**src/common/if_pkg.sv**
```systemverilog
// Shared types and constants for the instruction fetch stage, referenced by scoped name
package if_pkg;

  //////////////////////////////////////////////////
  // Widths with a meaning
  //////////////////////////////////////////////////

  // Byte address on the instruction side
  typedef logic [31:0] addr_t;
  // Full 32-bit instruction word
  typedef logic [31:0] instr_t;
  // Compressed instruction halfword
  typedef logic [15:0] cinstr_t;
  // Trap vector base, bits 31 down to 7
  typedef logic [24:0] mtvec_addr_t;
  // Interrupt index for vectored mode
  typedef logic [4:0]  irq_id_t;

  // Word alignment of the boot address
  localparam int unsigned INSTR_ALIGN_BITS = 2;
  // Trap base sits above this bit
  localparam int unsigned MTVEC_LSB = 7;

  // Major opcodes produced by the expander
  localparam logic [6:0] OPCODE_ADDI = 7'h13;
  localparam logic [6:0] OPCODE_OP   = 7'h33;

  // addi x0, x0, 0
  localparam instr_t NOP_INSTR = 32'h0000_0013;

  //////////////////////////////////////////////////
  // Encodings
  //////////////////////////////////////////////////

  // Redirect source selected by the controller
  typedef enum logic [2:0] {
    PC_BOOT     = 3'd0,
    PC_JUMP     = 3'd1,
    PC_BRANCH   = 3'd2,
    PC_MRET     = 3'd3,
    PC_TRAP_EXC = 3'd4,
    PC_TRAP_IRQ = 3'd5
  } pc_mux_e;

  // Fetch FSM, one outstanding request at most
  typedef enum logic [1:0] {
    IDLE      = 2'd0,
    WAIT_RESP = 2'd1,
    HOLD      = 2'd2
  } fetch_state_e;

  //////////////////////////////////////////////////
  // Bundles
  //////////////////////////////////////////////////

  // Controller request into IF
  typedef struct packed {
    logic    pc_set;
    pc_mux_e pc_mux;
    irq_id_t irq_id;
    logic    halt_if;
  } ctrl_fsm_t;

  // Word returned by the fetch unit
  typedef struct packed {
    addr_t  pc;
    instr_t rdata;
    logic   bus_err;
  } fetch_word_t;

  // IF/ID pipeline register contents
  typedef struct packed {
    logic    instr_valid;
    addr_t   pc;
    instr_t  instr;
    logic    compressed;
    logic    illegal_c_insn;
    logic    bus_err;
    cinstr_t compressed_instr;
  } if_id_pipe_t;

endpackage

```
**src/fetch/if_fetch_unit.sv**
```systemverilog
// Instruction memory requester with one outstanding fetch and a single word hold buffer
module if_fetch_unit (
  input  logic                clk,
  input  logic                rst_n,
  input  logic                redirect_i,
  input  if_pkg::addr_t       fetch_pc_i,
  input  logic                consume_i,
  input  logic                instr_gnt_i,
  input  logic                instr_rvalid_i,
  input  logic                instr_err_i,
  input  if_pkg::instr_t      instr_rdata_i,
  output logic                instr_req_o,
  output if_pkg::addr_t       instr_addr_o,
  output logic                word_valid_o,
  output if_pkg::fetch_word_t word_o,
  output logic                busy_o
);

  if_pkg::fetch_state_e state_q, state_n;
  logic                 want_q, want_n;
  logic                 drop_q, drop_n;
  logic                 lock_q;
  if_pkg::addr_t        addr_q;
  if_pkg::fetch_word_t  word_q;
  logic                 req_gnt;
  logic                 resp_keep;

  // Word aligned request, pinned while a redirect waits behind a pending request
  assign instr_addr_o = lock_q ? addr_q : {fetch_pc_i[31:2], 2'b00};
  assign instr_req_o  = (state_q == if_pkg::IDLE) && want_q;
  assign req_gnt      = instr_req_o && instr_gnt_i;
  // Response is kept unless stale or overtaken in the same cycle
  assign resp_keep    = (state_q == if_pkg::WAIT_RESP) && instr_rvalid_i &&
                        !drop_q && !redirect_i;

  //////////////////////////////////////////////////
  // FSM next state
  //////////////////////////////////////////////////

  always_comb begin
    state_n = state_q;
    want_n  = want_q;
    drop_n  = drop_q;
    unique case (state_q)
      if_pkg::IDLE: begin
        if (req_gnt) state_n = if_pkg::WAIT_RESP;
      end
      if_pkg::WAIT_RESP: begin
        if (instr_rvalid_i) state_n = resp_keep ? if_pkg::HOLD : if_pkg::IDLE;
      end
      if_pkg::HOLD: begin
        if (consume_i || redirect_i) state_n = if_pkg::IDLE;
      end
      default: state_n = if_pkg::IDLE;
    endcase
    // A granted stale request still needs a refetch
    if (req_gnt) want_n = drop_q;
    if ((state_q == if_pkg::HOLD) && consume_i) want_n = 1'b1;
    if (redirect_i) want_n = 1'b1;
    // Stale response retired
    if ((state_q == if_pkg::WAIT_RESP) && instr_rvalid_i) drop_n = 1'b0;
    // Redirect behind an issued or pending request
    if (redirect_i && (instr_req_o ||
        ((state_q == if_pkg::WAIT_RESP) && !instr_rvalid_i))) begin
      drop_n = 1'b1;
    end
  end

  always_ff @(posedge clk or negedge rst_n) begin
    if (!rst_n) begin
      state_q <= if_pkg::IDLE;
      want_q  <= 1'b0;
      drop_q  <= 1'b0;
      lock_q  <= 1'b0;
    end else begin
      state_q <= state_n;
      want_q  <= want_n;
      drop_q  <= drop_n;
      // Pin the address until the grant
      if (req_gnt) begin
        lock_q <= 1'b0;
      end else if (instr_req_o && redirect_i) begin
        lock_q <= 1'b1;
      end
    end
  end

  //////////////////////////////////////////////////
  // Payload
  //////////////////////////////////////////////////

  always_ff @(posedge clk) begin
    if (instr_req_o && !instr_gnt_i && redirect_i && !lock_q) begin
      addr_q <= instr_addr_o;
    end
    if (resp_keep) begin
      word_q.pc      <= fetch_pc_i;
      word_q.rdata   <= instr_rdata_i;
      word_q.bus_err <= instr_err_i;
    end
  end

  assign word_o       = word_q;
  assign word_valid_o = (state_q == if_pkg::HOLD);
  assign busy_o       = (state_q == if_pkg::WAIT_RESP);

  // No response without a granted request
  a_rvalid_outstanding: assert property (@(posedge clk) disable iff (!rst_n)
    instr_rvalid_i |-> (state_q == if_pkg::WAIT_RESP));

  // Request and address hold until granted
  a_req_stable: assert property (@(posedge clk) disable iff (!rst_n)
    (instr_req_o && !instr_gnt_i) |=> (instr_req_o && $stable(instr_addr_o)));

endmodule

```
**src/fetch/if_pc_select.sv**
```systemverilog
// Redirect target decode and fetch PC register, advanced by the consumed instruction length
module if_pc_select (
  input  logic                clk,
  input  logic                rst_n,
  input  if_pkg::ctrl_fsm_t   ctrl_fsm_i,
  input  if_pkg::addr_t       boot_addr_i,
  input  if_pkg::addr_t       jump_target_i,
  input  if_pkg::addr_t       branch_target_i,
  input  if_pkg::addr_t       mepc_i,
  input  if_pkg::mtvec_addr_t mtvec_addr_i,
  input  logic                consume_i,
  input  logic                instr_len4_i,
  output logic                redirect_o,
  output if_pkg::addr_t       fetch_pc_o,
  output logic                csr_mtvec_init_o
);

  if_pkg::addr_t target;
  if_pkg::addr_t pc_incr;
  if_pkg::addr_t fetch_pc_q;

  //////////////////////////////////////////////////
  // Target selection
  //////////////////////////////////////////////////

  always_comb begin
    // Boot address by default
    target = {boot_addr_i[31:if_pkg::INSTR_ALIGN_BITS], {if_pkg::INSTR_ALIGN_BITS{1'b0}}};
    unique case (ctrl_fsm_i.pc_mux)
      if_pkg::PC_BOOT:     target = {boot_addr_i[31:if_pkg::INSTR_ALIGN_BITS],
                                     {if_pkg::INSTR_ALIGN_BITS{1'b0}}};
      if_pkg::PC_JUMP:     target = jump_target_i;
      if_pkg::PC_BRANCH:   target = branch_target_i;
      // Return from trap
      if_pkg::PC_MRET:     target = mepc_i;
      // All exceptions share the base
      if_pkg::PC_TRAP_EXC: target = {mtvec_addr_i, {if_pkg::MTVEC_LSB{1'b0}}};
      // Vectored interrupts, one word per index
      if_pkg::PC_TRAP_IRQ: target = {mtvec_addr_i, ctrl_fsm_i.irq_id,
                                     {if_pkg::INSTR_ALIGN_BITS{1'b0}}};
      default: ;
    endcase
  end

  // Step size of the consumed instruction
  assign pc_incr = instr_len4_i ? 32'd4 : 32'd2;

  //////////////////////////////////////////////////
  // Fetch PC
  //////////////////////////////////////////////////

  always_ff @(posedge clk or negedge rst_n) begin
    if (!rst_n) begin
      fetch_pc_q <= '0;
    end else if (ctrl_fsm_i.pc_set) begin
      // Redirect wins over sequential advance
      fetch_pc_q <= target;
    end else if (consume_i) begin
      fetch_pc_q <= fetch_pc_q + pc_incr;
    end
  end

  assign fetch_pc_o = fetch_pc_q;
  assign redirect_o = ctrl_fsm_i.pc_set;

  // CSR file initialises mtvec on boot
  assign csr_mtvec_init_o = ctrl_fsm_i.pc_set && (ctrl_fsm_i.pc_mux == if_pkg::PC_BOOT);

  // Controller only requests known redirect sources
  a_pc_mux_known: assert property (@(posedge clk) disable iff (!rst_n)
    ctrl_fsm_i.pc_set |-> ctrl_fsm_i.pc_mux inside {if_pkg::PC_BOOT, if_pkg::PC_JUMP,
      if_pkg::PC_BRANCH, if_pkg::PC_MRET, if_pkg::PC_TRAP_EXC, if_pkg::PC_TRAP_IRQ});

endmodule

```
**src/if_compressed_decoder.sv**
```systemverilog
// Halfword selection by PC and expansion of the supported compressed instructions
module if_compressed_decoder (
  input  if_pkg::fetch_word_t word_i,
  output if_pkg::instr_t      instr_o,
  output logic                compressed_o,
  output logic                illegal_c_o,
  output if_pkg::cinstr_t     cinstr_o
);

  if_pkg::cinstr_t hw;
  logic [4:0]      rd;
  logic [4:0]      rs2;
  logic [2:0]      funct3;
  logic [11:0]     imm;
  logic            is32;

  // Upper half for PC bit 1
  assign hw     = word_i.pc[1] ? word_i.rdata[31:16] : word_i.rdata[15:0];
  assign is32   = (hw[1:0] == 2'b11);
  assign funct3 = hw[15:13];
  assign rd     = hw[11:7];
  assign rs2    = hw[6:2];
  // 6-bit immediate from bits 12 and 6:2, sign extended
  assign imm    = {{6{hw[12]}}, hw[12], hw[6:2]};

  //////////////////////////////////////////////////
  // Expansion
  //////////////////////////////////////////////////

  always_comb begin
    // Unknown compressed form passes through zero extended
    instr_o     = {16'h0000, hw};
    illegal_c_o = 1'b1;
    if (is32) begin
      instr_o     = word_i.rdata;
      // Straddling words is not supported
      illegal_c_o = word_i.pc[1];
    end else begin
      unique case (hw[1:0])
        2'b01: begin
          if (funct3 == 3'b000) begin
            // C.ADDI
            instr_o     = {imm, rd, 3'b000, rd, if_pkg::OPCODE_ADDI};
            illegal_c_o = 1'b0;
          end else if (funct3 == 3'b010) begin
            // C.LI
            instr_o     = {imm, 5'd0, 3'b000, rd, if_pkg::OPCODE_ADDI};
            illegal_c_o = 1'b0;
          end
        end
        2'b10: begin
          if ((funct3 == 3'b100) && (rs2 != 5'd0)) begin
            if (hw[12]) begin
              // C.ADD
              instr_o = {7'b0000000, rs2, rd, 3'b000, rd, if_pkg::OPCODE_OP};
            end else begin
              // C.MV
              instr_o = {7'b0000000, rs2, 5'd0, 3'b000, rd, if_pkg::OPCODE_OP};
            end
            illegal_c_o = 1'b0;
          end
        end
        default: ;
      endcase
    end
  end

  assign compressed_o = !is32;
  assign cinstr_o     = hw;

endmodule

```
**src/if_id_register.sv**
```systemverilog
// IF/ID pipeline register, loaded on handshake and frozen while decode stalls
module if_id_register (
  input  logic                clk,
  input  logic                rst_n,
  input  logic                load_i,
  input  logic                id_ready_i,
  input  if_pkg::fetch_word_t word_i,
  input  if_pkg::instr_t      instr_i,
  input  logic                compressed_i,
  input  logic                illegal_c_i,
  input  if_pkg::cinstr_t     cinstr_i,
  output if_pkg::if_id_pipe_t if_id_pipe_o
);

  //////////////////////////////////////////////////
  // Pipeline register
  //////////////////////////////////////////////////

  always_ff @(posedge clk or negedge rst_n) begin
    if (!rst_n) begin
      if_id_pipe_o.instr_valid      <= 1'b0;
      if_id_pipe_o.pc               <= '0;
      if_id_pipe_o.instr            <= if_pkg::NOP_INSTR;
      if_id_pipe_o.compressed       <= 1'b0;
      if_id_pipe_o.illegal_c_insn   <= 1'b0;
      if_id_pipe_o.bus_err          <= 1'b0;
      if_id_pipe_o.compressed_instr <= '0;
    end else if (load_i) begin
      if_id_pipe_o.instr_valid    <= 1'b1;
      if_id_pipe_o.pc             <= word_i.pc;
      if_id_pipe_o.instr          <= instr_i;
      if_id_pipe_o.compressed     <= compressed_i;
      if_id_pipe_o.illegal_c_insn <= illegal_c_i;
      if_id_pipe_o.bus_err        <= word_i.bus_err;
      // Original halfword kept for compressed only
      if (compressed_i) begin
        if_id_pipe_o.compressed_instr <= cinstr_i;
      end
    end else if (id_ready_i) begin
      // Decode took it, nothing new behind
      if_id_pipe_o.instr_valid <= 1'b0;
    end
  end

  // Stalled decode sees a frozen instruction
  a_hold_on_stall: assert property (@(posedge clk) disable iff (!rst_n)
    (if_id_pipe_o.instr_valid && !id_ready_i) |=> $stable(if_id_pipe_o));

endmodule

```
**src/if_stage_top.sv**
```systemverilog
// Instruction fetch stage top, wires PC select, fetch, expansion and the IF/ID register
module if_stage_top (
  input  logic                clk,
  input  logic                rst_n,
  input  if_pkg::ctrl_fsm_t   ctrl_fsm_i,
  input  if_pkg::addr_t       boot_addr_i,
  input  if_pkg::addr_t       jump_target_i,
  input  if_pkg::addr_t       branch_target_i,
  input  if_pkg::addr_t       mepc_i,
  input  if_pkg::mtvec_addr_t mtvec_addr_i,
  input  logic                id_ready_i,
  input  logic                instr_gnt_i,
  input  logic                instr_rvalid_i,
  input  if_pkg::instr_t      instr_rdata_i,
  input  logic                instr_err_i,
  output logic                instr_req_o,
  output if_pkg::addr_t       instr_addr_o,
  output logic                if_valid_o,
  output if_pkg::if_id_pipe_t if_id_pipe_o,
  output if_pkg::addr_t       pc_if_o,
  output logic                csr_mtvec_init_o,
  output logic                if_busy_o
);

  logic                redirect;
  logic                consume;
  logic                word_valid;
  if_pkg::fetch_word_t word;
  if_pkg::instr_t      instr_exp;
  logic                compressed;
  logic                illegal_c;
  if_pkg::cinstr_t     cinstr;

  // Halt masks the word, handshake consumes it
  assign if_valid_o = word_valid && !ctrl_fsm_i.halt_if;
  assign consume    = if_valid_o && id_ready_i;

  if_pc_select u_pc_select (
    .clk, .rst_n, .ctrl_fsm_i, .boot_addr_i, .jump_target_i, .branch_target_i, .mepc_i,
    .mtvec_addr_i,
    .consume_i        (consume),
    .instr_len4_i     (!compressed),
    .redirect_o       (redirect),
    .fetch_pc_o       (pc_if_o),
    .csr_mtvec_init_o
  );

  if_fetch_unit u_fetch_unit (
    .clk, .rst_n,
    .redirect_i   (redirect),
    .fetch_pc_i   (pc_if_o),
    .consume_i    (consume),
    .instr_gnt_i, .instr_rvalid_i, .instr_err_i, .instr_rdata_i, .instr_req_o, .instr_addr_o,
    .word_valid_o (word_valid),
    .word_o       (word),
    .busy_o       (if_busy_o)
  );

  if_compressed_decoder u_c_decoder (
    .word_i (word), .instr_o (instr_exp), .compressed_o (compressed),
    .illegal_c_o (illegal_c), .cinstr_o (cinstr)
  );

  if_id_register u_if_id (
    .clk, .rst_n, .load_i (consume), .id_ready_i, .word_i (word), .instr_i (instr_exp),
    .compressed_i (compressed), .illegal_c_i (illegal_c), .cinstr_i (cinstr), .if_id_pipe_o
  );

endmodule
```
**config.mk**
```make
export PLATFORM = sky130hd
export DESIGN_NAME = if_stage_top
export DESIGN_NICKNAME = d
export VERILOG_FILES = /design/src/common/if_pkg.sv /design/src/fetch/if_fetch_unit.sv /design/src/fetch/if_pc_select.sv /design/src/if_compressed_decoder.sv /design/src/if_id_register.sv /design/src/if_stage_top.sv
export SDC_FILE = /design/constraint.sdc
export NUM_CORES = 1
export LEC_CHECK = 0
export BUFFER_PORTS_ARGS = -buffer_cell sky130_fd_sc_hd__buf_2
export CELL_PAD_IN_SITES_DETAIL_PLACEMENT = 0
export CELL_PAD_IN_SITES_GLOBAL_PLACEMENT = 1
export CORE_MARGIN = 2
export CORE_UTILIZATION = 42
export DETAILED_ROUTE_END_ITERATION = 10
export HOLD_SLACK_MARGIN = 0.02
export PLACE_DENSITY_LB_ADDON = 0.1
export SYNTH_ARGS = -nofsm -noshare
export SYNTH_HDL_FRONTEND = slang
export SYNTH_SLANG_ARGS = --single-unit
```
**constraint.sdc**
```tcl
create_clock -name clk -period 9.65 [get_ports clk]
set_input_delay 1.4475 -clock clk [delete_from_list [all_inputs] [get_ports clk]]
set_output_delay 1.4475 -clock clk [all_outputs]
set_load 0.02 [all_outputs]
```
==> flow_summary.json, run 1 <==
{
  "clk_path_buf_depth": 3,
  "die_y_um": 163,
  "status": "finished clean",
  "critPathMaxFanout": 61,
  "cts_tree": "built",
  "row_count": 58,
  "cts.htree.levels": 1,
  "skew_ns": 0.00833,
  "powerDensity_mw_per_mm2": 235,
  "finalSetupTns_ns": 0,
  "p_clk_share_pct": 26.9,
  "dieArea_mm2": 0.0266,
  "power_switching_uw": 1100,
  "critPathArrivalTime_ns": 2.72,
  "hold_violations": 0,
  "drc": 0,
  "syn_nets": 1153,
  "yosysWarnings": 0,
  "crit_start": "ctrl_fsm_i[6]",
  "worstPathRequired_ns": 8.20,
  "whs_ns": 0.429,
  "final_util_pct": 53.6,
  "ys_seq_area_share_pct": 55.8,
  "ant_nets": 0,
  "synth_area_per_cell_um2": 11.3,
  "final_common_cell": "buf_2",
  "initial_core_util_pct": 42.5,
  "core_mm2": 0.0250,
  "max-vdd-ir-drop_uv": 138,
  "combPwrFrac_pct": 30.9,
  "p_leak_uw": 0.00599,
  "layout_common_cells": "buf_2 (349), nand2_1 (176), dfrtp_1 (118), edfxtp_1 (97), mux2_2 (69)",
  "seq_power_share_pct": 42.2,
  "grt-busiest-layer": "met2",
  "setup.worst_path.start_class": "primary input",
  "die_x_um": 163,
  "area_growth_pct": 26.0,
  "insertion_delay_ns": 0.50,
  "grt_antenna_before_repair": 4,
  "ctsHoldBuffers": 0,
  "synth_top_area_cell": "dfrtp_1",
  "rsz0062_at_grt": "false",
  "final.min_clock_period_ns": 4.17,
  "min_to": "u_if_id.if_id_pipe_o[67]$_DFFE_PN0P_",
  "grt_max_degree": 72,
  "use_met2_pct": 41.9,
  "async_flop_share_pct": 55.5,
  "wl_mm": 32.8,
  "critPathCaptureType": "primary output",
  "syn-cell-area_mm2": 0.0106,
  "max_slew_margin_pct": 16.1,
  "place_congestion": 0.863,
  "clock.fmax_mhz": 240,
  "synth_cell_types": 71,
  "criticalPathCategory": "primary input to primary output",
  "p_int_uw": 2050,
  "clk_pin_slew_worst_paths_ns": 0.06,
  "worstMarginPinSlew_ns": 1.25,
  "syn_inst": 946,
  "grt_pass1_vias": 8478,
  "via_per_inst": 5.29,
  "cts_sinks": 218,
  "reg2reg_depth": 12,
  "fin_nets": 1481,
  "use_met3_pct": 3.96,
  "grt-ovfl-total": 0,
  "worstHoldStart": "u_fetch_unit.word_o[49]$_DFFE_PP_",
  "r2r-start": "u_fetch_unit.word_o[34]$_DFFE_PP_",
  "synthFlopType": "dfrtp_1",
  "grt_use_met1_pct": 31.1,
  "setup_viol": 0,
  "ys_top_cells_by_area": "dfrtp_1 (28%), edfxtp_1 (27%), mux2_2 (7.3%)",
  "vias": 8599,
  "cap_violations": 0,
  "ff2ff_setup_slack_ns": 5.99,
  "final_layout_size_suffix_gt1_share_pct": 39.1,
  "fin_crit_sh_pct": 43.2,
  "cts_buffers": 23,
  "drtIter0Drc": 738,
  "first_pass_iters": 5,
  "fillCellCount": 2321,
  "io_pins": 353,
  "postCtsSetupRepairBufs": 0,
  "wl_per_cell_um": 20.2,
  "grt_pass1_wl_mm": 48.9,
  "port_buffers": 350,
  "drv_slew": 0,
  "switching_share_pct": 35.0,
  "dp_hpwl_mm": 24.1,
  "synth_top_area_share_pct": 27.7,
  "post_cts_resized": 0,
  "hold_class": "flop to flop",
  "cts.root.buffer_cell": "clkbuf_16",
  "hold_depth": 2,
  "ys_ff_latch": 218,
  "synth-edff-count": 97,
  "gr-usage-all-layers_pct": 24.0,
  "reg2reg_to": "u_pc_select.fetch_pc_o[31]$_DFFE_PN0P_"
}
[cell usage after synthesis, types with 3 or more instances]
master / number
o21ai_0: 56
o31a_1: 3
and3_1: 6
o22ai_1: 11
buf_1: 8
a221oi_1: 5
dfstp_2: 3
nor2b_1: 5
mux4_2: 18
nor4_1: 4
nor3_1: 16
nand3_1: 27
nand2b_1: 3
o21ai_1: 5
nand2_1: 176
o211ai_1: 5
a22oi_1: 7
dfrtp_1: 118
nand4_1: 6
and2_1: 3
o221ai_1: 4
xnor2_1: 6
clkbuf_1: 30
mux2_2: 69
ha_1: 6
xor2_1: 17
a21oi_1: 53
buf_2: 18
or3_1: 4
mux2i_1: 34
nor4_2: 3
inv_1: 8
a31oi_1: 4
nor2_1: 62
edfxtp_1: 97
[cells by family (layout without fill, tap and decap cells)]
family          count (synthesis)  in the layout  share of synthesized area [%]
simple gates                  329            329                           14.0
other cells                     0              4                              0
mux                           121            121                           14.3
flops                         218            218                           55.8
compound gates                180            180                           10.4
xor+xnor                       24             24                           2.05
fa+ha+maj                       6              6                          0.705
buf+inv                        68            412                           2.75
[per-layer routing]
layer / part of all wire (%) / vias to the layer above
met3: 6.6 / 31
li1: - / 4091
met5: 0 / -
met4: 1.7 / 0
met2: 51 / 322
met1: 41 / 4155
[worst max-delay path, cell delays in order]
cell and delay (ns):
buf_2 0.09, buf_4 0.35, or3_1 0.45, nor2_1 0.16, buf_2 0.20
[power groups by stage]
| stage | registers, µW | logic (µW) | clock network [µW] |
|---|---|---|---|
| 2_1_floorplan | 1500 | 434 | 0 |
| 3_5_place_dp | 1350 | 981 | 0 |
| 5_1_grt | 1360 | 1060 | 902 |
| 6_report | 1330 | 973 | 847 |
| 3_3_place_gp | 1340 | 969 | 0 |
| 4_1_cts | 1330 | 985 | 865 |
[worst max-delay path by stage]
stage,end,cells after the start
after floorplan,u_fetch_unit.state_q[1]$_DFFE_PN0P_,2
after global placement,csr_mtvec_init_o,5
after detailed placement,csr_mtvec_init_o,5
after CTS,csr_mtvec_init_o,5
after global routing,csr_mtvec_init_o,5
final,csr_mtvec_init_o,5
[flip-flops by register name (all words and copies together), names as in the netlist]
name and count:
u_fetch_unit.want_q 1, u_fetch_unit.word_o 65, u_pc_select.fetch_pc_o 32, u_fetch_unit.addr_q 32
u_fetch_unit.state_q 2, u_if_id.if_id_pipe_o 84, u_fetch_unit.drop_q 1, u_fetch_unit.lock_q 1
[cell type report]
cell class	instances	area [µm²]	share of cell area, %
diodes	4	10.0	0.0747
clock buffers	34	688	5.13
clock inverters	7	37.5	0.280
inverters	9	33.8	0.252
multi-input cells	660	4430	33.1
flip-flops and latches	218	5940	44.3
well taps	330	413	3.08
repair buffers	362	1850	13.8
[stage by stage]
stage	setup slack, ns	power [µW]	area, µm²	instances
after global routing	5.39	3320	13400	1623
after floorplan	3.06	1940	10600	946
after detailed placement	5.48	2330	12700	1579
final	5.48	3150	13400	1624
after CTS	5.47	3180	13400	1620
after global placement	5.47	2310	12700	1579
Note: power is estimated with default switching activity, not from simulation.
==> run 2, diff against run 1 <==
- CORE_UTILIZATION: 42 -> 39
- clock period: 9.65 -> 4.2 ns (I/O delays scaled with it)
==> flow_summary.json, run 2 (synthesized netlist as in run 1, its figures left out) <==
{
  "grt_pass1_wl_mm": 51.2,
  "final_util_pct": 50.2,
  "setup.worst_path.start_class": "flop",
  "fin_crit_sh_pct": 84.6,
  "dieArea_mm2": 0.0286,
  "p_int_uw": 4760,
  "slowest_stage": "nor4_2",
  "place_congestion": 0.868,
  "max-vdd-ir-drop_uv": 285,
  "clk_path_buf_depth": 3,
  "worstMarginPinSlew_ns": 1.08,
  "fin_nets": 1488,
  "cts.root.buffer_cell": "clkbuf_16",
  "drc": 0,
  "grt_max_degree": 74,
  "final_layout_size_suffix_gt1_share_pct": 39.2,
  "wl_per_cell_um": 20.6,
  "ctsHoldBuffers": 0,
  "critPathMaxFanout": 10,
  "wl_mm": 33.9,
  "clk_pin_slew_worst_paths_ns": 0.06,
  "die_y_um": 169,
  "layout_common_cells": "buf_2 (349), nand2_1 (176), dfrtp_1 (118), edfxtp_1 (97), mux2_2 (69)",
  "whs_ns": 0.163,
  "status": "finished clean",
  "critPathArrivalTime_ns": 3.91,
  "cap_violations": 0,
  "core_mm2": 0.0269,
  "largest_register_ffs": 84,
  "grt_antenna_before_repair": 4,
  "max_slew_margin_pct": 26.3,
  "cts_sinks": 218,
  "cts.htree.levels": 1,
  "critPathCaptureType": "flop",
  "seq_power_share_pct": 42.1,
  "area_growth_pct": 26.8,
  "gr-usage-all-layers_pct": 23.3,
  "fillCellCount": 2588,
  "via_per_inst": 5.24,
  "cpPeakStageDelay_ns": 0.70,
  "powerDensity_mw_per_mm2": 543,
  "final_common_cell": "buf_2",
  "skew_ns": 0.00996,
  "ant_nets": 0,
  "grt_pass1_vias": 8568,
  "p_leak_uw": 0.00604,
  "worstPathRequired_ns": 4.56,
  "criticalPathCategory": "flop to flop",
  "insertion_delay_ns": 0.51,
  "rsz0062_at_grt": "false",
  "hold_class": "primary input to asynchronous set/reset pin",
  "power_switching_uw": 2570,
  "io_pins": 353,
  "regMostFlops": "u_if_id.if_id_pipe_o",
  "drtIter0Drc": 496,
  "clock.fmax_mhz": 281,
  "path_common_cell": "ha_1",
  "cts_tree": "built",
  "dp_hpwl_mm": 25.0,
  "die_x_um": 169,
  "grt-ovfl-total": 0,
  "p_clk_share_pct": 27.5,
  "row_count": 60,
  "post_cts_resized": 0,
  "finalSetupTns_ns": 0,
  "postCtsSetupRepairBufs": 0,
  "initial_core_util_pct": 39.6,
  "switching_share_pct": 35.0,
  "hold_violations": 0,
  "cp_cell_sequence": "buf_4 > mux2i_1 > inv_1 > ha_1 > clkinv_1 > ha_1 > ha_1 > a21oi_1 > nor4_2 > nand4_1 > xor2_1 > o21ai_1",
  "port_buffers": 350,
  "drv_slew": 0,
  "cts_buffers": 24,
  "setup_viol": 0,
  "combPwrFrac_pct": 30.4,
  "power_uw": 7330,
  "first_pass_iters": 5,
  "final.min_clock_period_ns": 3.55,
  "vias": 8607
}
## run 2: layer usage
metal / GRT usage, % / up-vias / routed length (µm)
li1: - / 4125 / -
met1: 30.0 / 4109 / 13900
met2: 40.9 / 329 / 17100
met3: 3.94 / 44 / 2190
met4: 5.65 / 0 / 645
met5: 0 / - / 0
## run 2: area by class of cell
cell class              count  area, µm²  share of cell area [%]
well taps                 341        427                    3.16
multi-input cells         660       4440                    32.9
inverters                   9       33.8                   0.250
repair buffers            368       1890                    14.0
clock inverters             7       33.8                   0.250
flip-flops and latches    218       5940                    44.0
clock buffers              37        722                    5.35
diodes                      4       10.0                  0.0741
## run 2: path summary, 6_finish.rpt
kind,start,to,slack (ns),depth (start not counted)
worst min register to register,u_fetch_unit.word_o[49]$_DFFE_PP_,u_if_id.if_id_pipe_o[67]$_DFFE_PN0P_,0.43,2
worst min-delay path,rst_n,u_if_id.if_id_pipe_o[3]$_DFFE_PN0P_,0.16,1
worst max-delay path,u_fetch_unit.word_o[34]$_DFFE_PP_,u_pc_select.fetch_pc_o[27]$_DFFE_PN0P_,0.65,12
max in group asynchronous,rst_n,u_if_id.if_id_pipe_o[20]$_DFFE_PN1P_,3.14,2
worst max register to register,u_fetch_unit.word_o[34]$_DFFE_PP_,u_pc_select.fetch_pc_o[27]$_DFFE_PN0P_,0.65,12
min in group clk,instr_rdata_i[21],u_fetch_unit.word_o[22]$_DFFE_PP_,0.29,1
## run 2: worst max-delay path, delay by kind of cell, from the launching register on
kind,cells,cell delay [ns]
compound gates,2,0.17
xor+xnor,1,0.19
fa+ha+maj,3,0.79
buf+inv,3,0.62
flops,1,0.39
mux,1,0.35
simple gates,2,0.89
## run 2: power by group through the flow
stage	sequential [µW]	clock [µW]	combinational (µW)
2_1_floorplan	3450	0	998
3_5_place_dp	3130	0	2250
3_3_place_gp	3120	0	2230
5_1_grt	3150	2150	2420
4_1_cts	3090	2070	2260
6_report	3080	2020	2230
## run 2: metrics by stage
stage,setup WS (ns),cells,cell area (µm²)
2_1_floorplan,0.219,946,10700
3_3_place_gp,0.719,1596,12700
3_5_place_dp,0.687,1596,12700
4_1_cts,0.648,1640,13500
5_1_grt,0.310,1642,13500
6_report,0.646,1644,13500
